[src/include/l2l1_params.svh]
`ifndef L2L1_PARAMS_SVH
`define L2L1_PARAMS_SVH

// ---------------------------------------------------------------------------
// buffer and bus sizing
// ---------------------------------------------------------------------------

// words per tx and rx fifo
`define L2L1_BUF_DEPTH 16

// request address and data word widths
`define L2L1_ADDR_W 24
`define L2L1_DATA_W 32

// low address bits that index the l2 store
`define L2L1_STORE_AW 8

// ---------------------------------------------------------------------------
// exception vector bit positions, bit 3 reserved
// ---------------------------------------------------------------------------
`define L2L1_EXC_TX_OVF 0
`define L2L1_EXC_RX_UDF 1
`define L2L1_EXC_REQ_OVR 2

`endif

[src/hw/l2l1_pkg.sv]
`default_nettype none

`include "l2l1_params.svh"

package l2l1_pkg;

	// ------------------------------------------------------------------------
	// vector types
	// ------------------------------------------------------------------------

	// controller request address
	typedef logic [`L2L1_ADDR_W-1:0] addr_t;

	// one data word
	typedef logic [`L2L1_DATA_W-1:0] data_t;

	// sticky exception flags
	typedef logic [3:0] exc_t;

	// fifo occupancy, one extra bit so a full fifo fits
	typedef logic [$clog2(`L2L1_BUF_DEPTH):0] cnt_t;

	// word address inside the l2 store
	typedef logic [`L2L1_STORE_AW-1:0] store_addr_t;

	// ------------------------------------------------------------------------
	// arbiter fsm
	// ------------------------------------------------------------------------
	typedef enum logic [1:0] {
		ARB_IDLE  = 2'd0,
		ARB_WRITE = 2'd1,
		ARB_READ  = 2'd2,
		ARB_RESP  = 2'd3
	} arb_state_t;

endpackage

`default_nettype wire

[src/hw/l2_port_if.sv]
`default_nettype none

interface l2_port_if import l2l1_pkg::*; ();

	// request held by the buffer
	logic  req_pend;
	logic  req_rw;
	addr_t req_addr;

	// tx fifo head and status
	data_t tx_head;
	logic  tx_avail;
	// rx fifo has room for one more word
	logic  rx_space;

	// arbiter strobes
	logic  grant;
	logic  tx_pop;
	logic  rx_push;
	data_t rx_data;

	modport buffer (
		output req_pend, req_rw, req_addr, tx_head, tx_avail, rx_space,
		input  grant, tx_pop, rx_push, rx_data
	);

	modport arbiter (
		input  req_pend, req_rw, req_addr, tx_head, tx_avail, rx_space,
		output grant, tx_pop, rx_push, rx_data
	);

endinterface

`default_nettype wire

[src/hw/l2_arbiter.sv]
`default_nettype none

`include "l2l1_params.svh"

module l2_arbiter import l2l1_pkg::*; (
	input  logic clock_bus_i,
	input  logic reset_i,

	l2_port_if.arbiter p0,
	l2_port_if.arbiter p1,

	// store side
	output logic        st_we_o,
	output logic        st_re_o,
	output store_addr_t st_addr_o,
	output data_t       st_wdata_o,
	input  data_t       st_rdata_i
);

	arb_state_t state_q;

	// round-robin bit, 0 means port 0 first
	logic prio_q;
	// port being served
	logic sel_q;
	store_addr_t addr_q;

	logic q0, q1;
	logic pick, pick_rw;
	addr_t pick_addr;
	logic grant_any;

	// ---------------------------------------------------------------------------
	// qualification and pick
	// ---------------------------------------------------------------------------

	// write needs tx data, read needs rx room
	assign q0 = p0.req_pend && (p0.req_rw ? p0.tx_avail : p0.rx_space);
	assign q1 = p1.req_pend && (p1.req_rw ? p1.tx_avail : p1.rx_space);

	// favoured port if it qualifies, else the other
	assign pick      = prio_q ? q1 : !q0;
	assign pick_rw   = pick ? p1.req_rw : p0.req_rw;
	assign pick_addr = pick ? p1.req_addr : p0.req_addr;
	assign grant_any = (state_q == ARB_IDLE) && (q0 || q1);

	// ---------------------------------------------------------------------------
	// fsm
	// ---------------------------------------------------------------------------
	always_ff @(posedge clock_bus_i) begin
		if (!reset_i) begin
			state_q <= ARB_IDLE;
			prio_q  <= 1'b0;
			sel_q   <= 1'b0;
		end else begin
			case (state_q)
				ARB_IDLE: begin
					if (grant_any) begin
						state_q <= pick_rw ? ARB_WRITE : ARB_READ;
						sel_q   <= pick;
						prio_q  <= ~prio_q;
					end
				end
				ARB_WRITE: state_q <= ARB_IDLE;
				ARB_READ:  state_q <= ARB_RESP;
				ARB_RESP:  state_q <= ARB_IDLE;
				default:   state_q <= ARB_IDLE;
			endcase
		end
	end

	// buffer may reload its request once grant lands
	always_ff @(posedge clock_bus_i) begin
		if (grant_any) begin
			addr_q <= pick_addr[`L2L1_STORE_AW-1:0];
		end
	end

	// ---------------------------------------------------------------------------
	// port strobes
	// ---------------------------------------------------------------------------
	assign p0.grant   = grant_any && !pick;
	assign p1.grant   = grant_any && pick;
	assign p0.tx_pop  = (state_q == ARB_WRITE) && !sel_q;
	assign p1.tx_pop  = (state_q == ARB_WRITE) && sel_q;
	// store data is valid in the cycle after st_re
	assign p0.rx_push = (state_q == ARB_RESP) && !sel_q;
	assign p1.rx_push = (state_q == ARB_RESP) && sel_q;
	assign p0.rx_data = st_rdata_i;
	assign p1.rx_data = st_rdata_i;

	// store drive
	assign st_we_o    = (state_q == ARB_WRITE);
	assign st_re_o    = (state_q == ARB_READ);
	assign st_addr_o  = addr_q;
	assign st_wdata_o = sel_q ? p1.tx_head : p0.tx_head;

endmodule

`default_nettype wire

[src/flat_wrapper.sv]
// flat-port wrapper written by rule: the top's interface ports become plain ports
module l2_arbiter_flat import l2l1_pkg::*;
  (clock_bus_i, reset_i, st_we_o, st_re_o, st_addr_o, st_wdata_o, st_rdata_i, p0_req_pend, p0_req_rw, p0_req_addr, p0_tx_head, p0_tx_avail, p0_rx_space, p0_grant, p0_tx_pop, p0_rx_push, p0_rx_data, p1_req_pend, p1_req_rw, p1_req_addr, p1_tx_head, p1_tx_avail, p1_rx_space, p1_grant, p1_tx_pop, p1_rx_push, p1_rx_data);
  l2_port_if p0_i ();
  l2_port_if p1_i ();
  input  logic clock_bus_i;
  input  logic reset_i;
  output logic st_we_o;
  output logic st_re_o;
  output store_addr_t st_addr_o;
  output data_t st_wdata_o;
  input  data_t st_rdata_i;
  input wire logic [$bits(p0_i.req_pend)-1:0] p0_req_pend;
  input wire logic [$bits(p0_i.req_rw)-1:0] p0_req_rw;
  input wire logic [$bits(p0_i.req_addr)-1:0] p0_req_addr;
  input wire logic [$bits(p0_i.tx_head)-1:0] p0_tx_head;
  input wire logic [$bits(p0_i.tx_avail)-1:0] p0_tx_avail;
  input wire logic [$bits(p0_i.rx_space)-1:0] p0_rx_space;
  output wire logic [$bits(p0_i.grant)-1:0] p0_grant;
  output wire logic [$bits(p0_i.tx_pop)-1:0] p0_tx_pop;
  output wire logic [$bits(p0_i.rx_push)-1:0] p0_rx_push;
  output wire logic [$bits(p0_i.rx_data)-1:0] p0_rx_data;
  input wire logic [$bits(p1_i.req_pend)-1:0] p1_req_pend;
  input wire logic [$bits(p1_i.req_rw)-1:0] p1_req_rw;
  input wire logic [$bits(p1_i.req_addr)-1:0] p1_req_addr;
  input wire logic [$bits(p1_i.tx_head)-1:0] p1_tx_head;
  input wire logic [$bits(p1_i.tx_avail)-1:0] p1_tx_avail;
  input wire logic [$bits(p1_i.rx_space)-1:0] p1_rx_space;
  output wire logic [$bits(p1_i.grant)-1:0] p1_grant;
  output wire logic [$bits(p1_i.tx_pop)-1:0] p1_tx_pop;
  output wire logic [$bits(p1_i.rx_push)-1:0] p1_rx_push;
  output wire logic [$bits(p1_i.rx_data)-1:0] p1_rx_data;
  assign p0_i.req_pend = p0_req_pend;
  assign p0_i.req_rw = p0_req_rw;
  assign p0_i.req_addr = p0_req_addr;
  assign p0_i.tx_head = p0_tx_head;
  assign p0_i.tx_avail = p0_tx_avail;
  assign p0_i.rx_space = p0_rx_space;
  assign p0_grant = p0_i.grant;
  assign p0_tx_pop = p0_i.tx_pop;
  assign p0_rx_push = p0_i.rx_push;
  assign p0_rx_data = p0_i.rx_data;
  assign p1_i.req_pend = p1_req_pend;
  assign p1_i.req_rw = p1_req_rw;
  assign p1_i.req_addr = p1_req_addr;
  assign p1_i.tx_head = p1_tx_head;
  assign p1_i.tx_avail = p1_tx_avail;
  assign p1_i.rx_space = p1_rx_space;
  assign p1_grant = p1_i.grant;
  assign p1_tx_pop = p1_i.tx_pop;
  assign p1_rx_push = p1_i.rx_push;
  assign p1_rx_data = p1_i.rx_data;
  l2_arbiter u_core (.clock_bus_i(clock_bus_i), .reset_i(reset_i), .p0(p0_i), .p1(p1_i), .st_we_o(st_we_o), .st_re_o(st_re_o), .st_addr_o(st_addr_o), .st_wdata_o(st_wdata_o), .st_rdata_i(st_rdata_i));
endmodule
[config.mk]
export PLATFORM = sky130hd
export DESIGN_NAME = l2_arbiter_flat
export DESIGN_NICKNAME = d
export VERILOG_FILES = /design/src/hw/l2l1_pkg.sv /design/src/hw/l2_port_if.sv /design/src/hw/l2_arbiter.sv /design/src/flat_wrapper.sv
export VERILOG_INCLUDE_DIRS = /design/src /design/src/include
export SDC_FILE = /design/constraint.sdc
export NUM_CORES = 1
export LEC_CHECK = 0
export BUFFER_PORTS_ARGS = -buffer_cell sky130_fd_sc_hd__buf_2
export CAP_MARGIN = 25
export CORE_AREA = 2 2 104 106
export CTS_CLUSTER_DIAMETER = 60
export CTS_CLUSTER_SIZE = 12
export DETAILED_ROUTE_END_ITERATION = 16
export DIE_AREA = 0 0 106 108
export GPL_ROUTABILITY_DRIVEN = 0
export SYNTH_ARGS = -nofsm -noshare
export SYNTH_HDL_FRONTEND = slang
export SYNTH_SLANG_ARGS = --single-unit
export TNS_END_PERCENT = 20
[constraint.sdc]
create_clock -name clock_bus_i -period 1.82 [get_ports clock_bus_i]
set_clock_uncertainty 0.2 [all_clocks]
set_input_delay 0.182 -clock clock_bus_i [delete_from_list [all_inputs] [get_ports clock_bus_i]]
set_output_delay 0.182 -clock clock_bus_i [all_outputs]
set_load 0.02 [all_outputs]
=== Word level (Yosys, flattened, before mapping) ===
Index checks and enable logic that the tools add are counted.

* Register bits: 12
* Input port bits: 154
* Output and inout bits: 112
* Logic and storage cells: 34

* Eq/ne operators: 4
* Multiplexer cells: 9
* Bitwise gates (word level): 1
* Reduce and logical (&&, ||, !) cells: 16

{| class="wikitable"
|+ Operators with widths
! operator !! number
|-
| 32-bit 2-to-1 mux || 1
|-
| 1-bit logical AND || 9
|-
| 8-bit 2-to-1 mux || 1
|-
| 2-bit case mux with 3 select lines || 1
|-
| 2-bit == test (second input constant) || 2
|-
| 1-bit 2-to-1 mux || 4
|-
| 2-bit 2-to-1 mux || 2
|-
| 1-bit logical NOT || 3
|-
| 2-bit by 1-bit == test with 1-bit output (second input constant) || 1
|-
| 2-bit logical NOT || 1
|-
| 2-bit by 1-bit inequality test with 1-bit output (second input constant) || 1
|-
| 2-bit AND reduction || 1
|-
| 2-bit OR reduction || 1
|-
| 1-bit logical OR || 1
|-
| 1-bit inverter || 1
|}

=== Depth between registers and ports, before layout ===
* Depth in word-level cells: 8
* Gate-level depth with buffers: 5
* Depth with buffers taken out: 5

=== Worst setup path before layout ===
No wires, ideal clock.

* Path kind: register to output
* Start: register u_core.sel_q
* End: output port st_wdata_o[26]
* Arrival: 1.327 ns
* Data required time: 1.438 ns
* Slack: 0.111 ns
* Stages on the path, launching flop included: 4
* Buffers on the path: 2
* Cells stage by stage: dfxtp_1 > clkbuf_1 > clkbuf_1 > mux2_2

* Word-level cells in the longest chain between the ends: 1

{| class="wikitable"
|+ Ends and longest elaborated chain
! item !! line !! text
|-
| start: declaration || l2_arbiter.sv:25 || <nowiki>logic sel_q;</nowiki>
|-
| start signal: assignment || l2_arbiter.sv:60 || <nowiki>sel_q <= pick;</nowiki>
|-
| 32-bit 2-to-1 mux || l2_arbiter.sv:96 || <nowiki>assign st_wdata_o = sel_q ? p1.tx_head : p0.tx_head;</nowiki>
|-
| end: declaration || flat_wrapper.sv:11 || <nowiki>output data_t st_wdata_o;</nowiki>
|}

No other way between the ends.

=== Worst setup path after layout ===
* Start: input port p1_req_rw
* End: output port p1_grant

* Word-level cells in the longest chain between the ends: 5
* Elaborated cells on any way between the ends: 6
* Those cells by class: 2 x mux; 4 x reduce/logical

{| class="wikitable"
|+ Ends and longest elaborated chain
! item !! line !! text
|-
| start: declaration || flat_wrapper.sv:24 || <nowiki>input wire logic [$bits(p1_i.req_rw)-1:0] p1_req_rw;</nowiki>
|-
| 1-bit 2-to-1 mux * || l2_arbiter.sv:39 || <nowiki>assign q1 = p1.req_pend && (p1.req_rw ? p1.tx_avail : p1.rx_space);</nowiki>
|-
| 1-bit logical AND * || l2_arbiter.sv:39 ||
|-
| 1-bit logical OR || l2_arbiter.sv:45 || <nowiki>assign grant_any = (state_q == ARB_IDLE) && (q0 || q1);</nowiki>
|-
| 1-bit logical AND || l2_arbiter.sv:45 ||
|-
| 1-bit logical AND * || l2_arbiter.sv:83 || <nowiki>assign p1.grant = grant_any && pick;</nowiki>
|-
| end: declaration || flat_wrapper.sv:29 || <nowiki>output wire logic [$bits(p1_i.grant)-1:0] p1_grant;</nowiki>
|}

Every way passes the cells marked *; elsewhere a longest branch is shown, timed or not.

==> metrics <==
outcome=completed; Design Area, Final=between 0.0015 and 0.002 sq mm; Hold Fails Final Rpt=0; CTS sink cnt=12; final wirelength=4.375 mm; final setup fails=0; register area=325.3 sq um; Cells after DPL=369; CTS Buffer Depth=2; Worst-Skew Late Latency=0.24 ns; Synth Instances=roughly 160; Post-DP Area=between 0.0015 and 0.002 sq mm; die width=~110 microns; Seq cells post-synth=12; VDD IR-drop max=~300 uV; worst-margin pin slew=0.4911 ns; Synthesized Nets=316; fraction of layout cells with a size suffix above 1=0.8017; most used cell, CP=buf_2; total grt overflow=0; Hold Buf Count CTS=0; fin util=0.1952; length of the first detailed-routing pass in iterations=4; footprint of the multi-input gates=713.2 sq um; crit start category=input pin; Initial Util=0.1526; crit end category=primary output; worst path cell trace=buf_2, mux2_2, and2_2, o21ai_0, buf_4, nor2_1, buf_2; Ant. Diodes=0; sequential share of the synthesized area=0.2051; worst min path class=input pin to register; initial drt markers=39; Area growth syn-to-layout=27.88%; crit-path leading delay family=buffers and inverters; vias in the first global route=about 1300; DP HPWL=3.754 mm; count of different cell masters after synthesis=25; clk root buf=clkbuf_8; global-route wire length before repair=6.058 mm; port buffer count=137; Finished Layout Cells=373; relative slew slack=0.6684; Yosys top cell by area=buf_4; H-tree levels=1; leak pwr=~1.0 nW; Final min period=between 1.5 and 2 ns; RSZ-0062 raised after global routing=no; post-CTS setup buffer count=0; Clock transition at path regs=0.05 ns; Boundary Pins=266; Syn Std Cell Area=0.001561 sq mm; fin crit share=0.9574; post-synth top area share=0.3077; Max Cap Violations=0; Setup CP Type=input pin to primary output; worst endpoint data arrival time=approximately 1.4 ns; slowest cell on the critical path=mux2_2; hold depth=2; antenna-violating nets left=0; Routed WL per cell=11.73 microns; TritonCTS clock tree=built; Critical Path RT=between 1 and 1.5 ns; buffers plus inverters on the worst setup path=3; Via-to-Cell Ratio=between 3 and 4; final-layout fill cell count=1116; Final Slew Violations=0; die area=0.01145 sq mm; most frequent cells in the layout=buf_2 (137), mux2_2 (33), mux2_4 (9); critical path depth=7; Core Area=0.01023 sq mm; GRT Total Usage=0.06560; synth warn=0; largest net degree at the start of global routing=33; Final TNS setup=0 ns; largest fanout on the critical path=4; initial antenna violation count=0; die height=108 microns; commonest non-fill, non-tap cell in the layout=buf_2; overall power=0.001328 W; Achievable Freq=roughly 0.57 GHz; Max stage delay on crit path=approximately 0.33 ns; TritonCTS Buffers=3; Power per Cell Area=664.8 mW/mm^2; R2R depth=2; Synth area leaders=buf_4 (31%), mux2_2 (24%), edfxtp_1 (15%); Nets=392; Avg Synthesized Cell Area=9.639 sq um; cell row count=37; via count=1353; Post-route DRC=0
[per-layer routing]
layer / vias up / track usage / wire, microns
met1: 576 / 0.06111 / 1457
met4: 0 / 0.05827 / 292
met2: 95 / 0.1161 / 2035
met3: 36 / 0.02049 / 590
met5: - / 0 / 0
li1: 646 / - / -
[kinds of logic (layout without fill, tap and decap cells)]
logic type | after synthesis | count (layout) | synth area share
mux | 44 | 44 | 0.3373
buf+inv | 74 | 149 | 0.3381
flops | 12 | 12 | 0.2051
compound gates | 8 | 8 | 0.03766
simple gates | 24 | 24 | 0.08174
[synth_stat cells (all sizes together)]
master	count
mux2i	2
nor2	5
dfxtp	4
inv	4
and3	1
o211a	1
nor3	3
nand2	6
o41ai	2
o311ai	1
nand4	2
nand4b	2
mux2	42
edfxtp	8
nor2b	3
o21ai	3
and2	2
clkbuf	3
buf	67
o211ai	1
[power by group]
| group | internal (W) | leakage, nW | total, W | switching (W) |
|---|---|---|---|---|
| clock network | 0.000149 | 0.0231 | 0.000246 | 0.0000973 |
| logic | 0.000341 | 0.866 | 0.000713 | 0.000372 |
| registers | 0.000341 | 0.110 | 0.000369 | 0.0000282 |
[layout make-up]
| cell class | count | area share |
|---|---|---|
| Clock buffer | 3 | 0.02068 |
| Clock inverter | 1 | 0.001880 |
| Inverter | 4 | 0.007519 |
| Multi-Input combinational cell | 76 | 0.3571 |
| Sequential cell | 12 | 0.1629 |
| Tap cell | 136 | 0.08521 |
| Timing Repair Buffer | 141 | 0.3647 |
[repair_timing]
item | CTS | global route
endpoints found under the setup margin | 32 | 2
hold endpoints to repair | 0 | 0
resized for setup | 1 | 2
[path summary, 6_finish.rpt]
| check | start | to | slack, ns |
|---|---|---|---|
| worst min-delay path | reset_i | u_core.sel_q$_SDFFE_PN0P_ | 0.02 |
| worst min register to register | u_core.prio_q$_SDFFE_PN0P_ | u_core.prio_q$_SDFFE_PN0P_ | 0.34 |
| worst max register to register | u_core.prio_q$_SDFFE_PN0P_ | u_core.st_addr_o[3]$_DFFE_PP_ | 0.25 |
| worst max-delay path | p1_req_rw | p1_grant | 0.08 |
[worst register-to-register path, delay by kind of cell, from the launching register on]
kind   cells  cell delay (ns)
flops      1             0.39
mux        2             0.72
[state kept, by name, summed over array words and instances, names as in the netlist]
| signal | flops |
|---|---|
| u_core.prio_q | 1 |
| u_core.state_q | 2 |
| u_core.sel_q | 1 |
| u_core.st_addr_o | 8 |
[metrics by stage]
step                      setup slack (ns)  hold slack, ns
after floorplan                     0.1115          0.1154
after global placement             0.04373          0.1642
after detailed placement           0.05696          0.1642
after CTS                          0.01733         0.01377
after global routing              0.003762         0.01887
final                              0.07752         0.01897
Power figures use the tool's default switching activity.
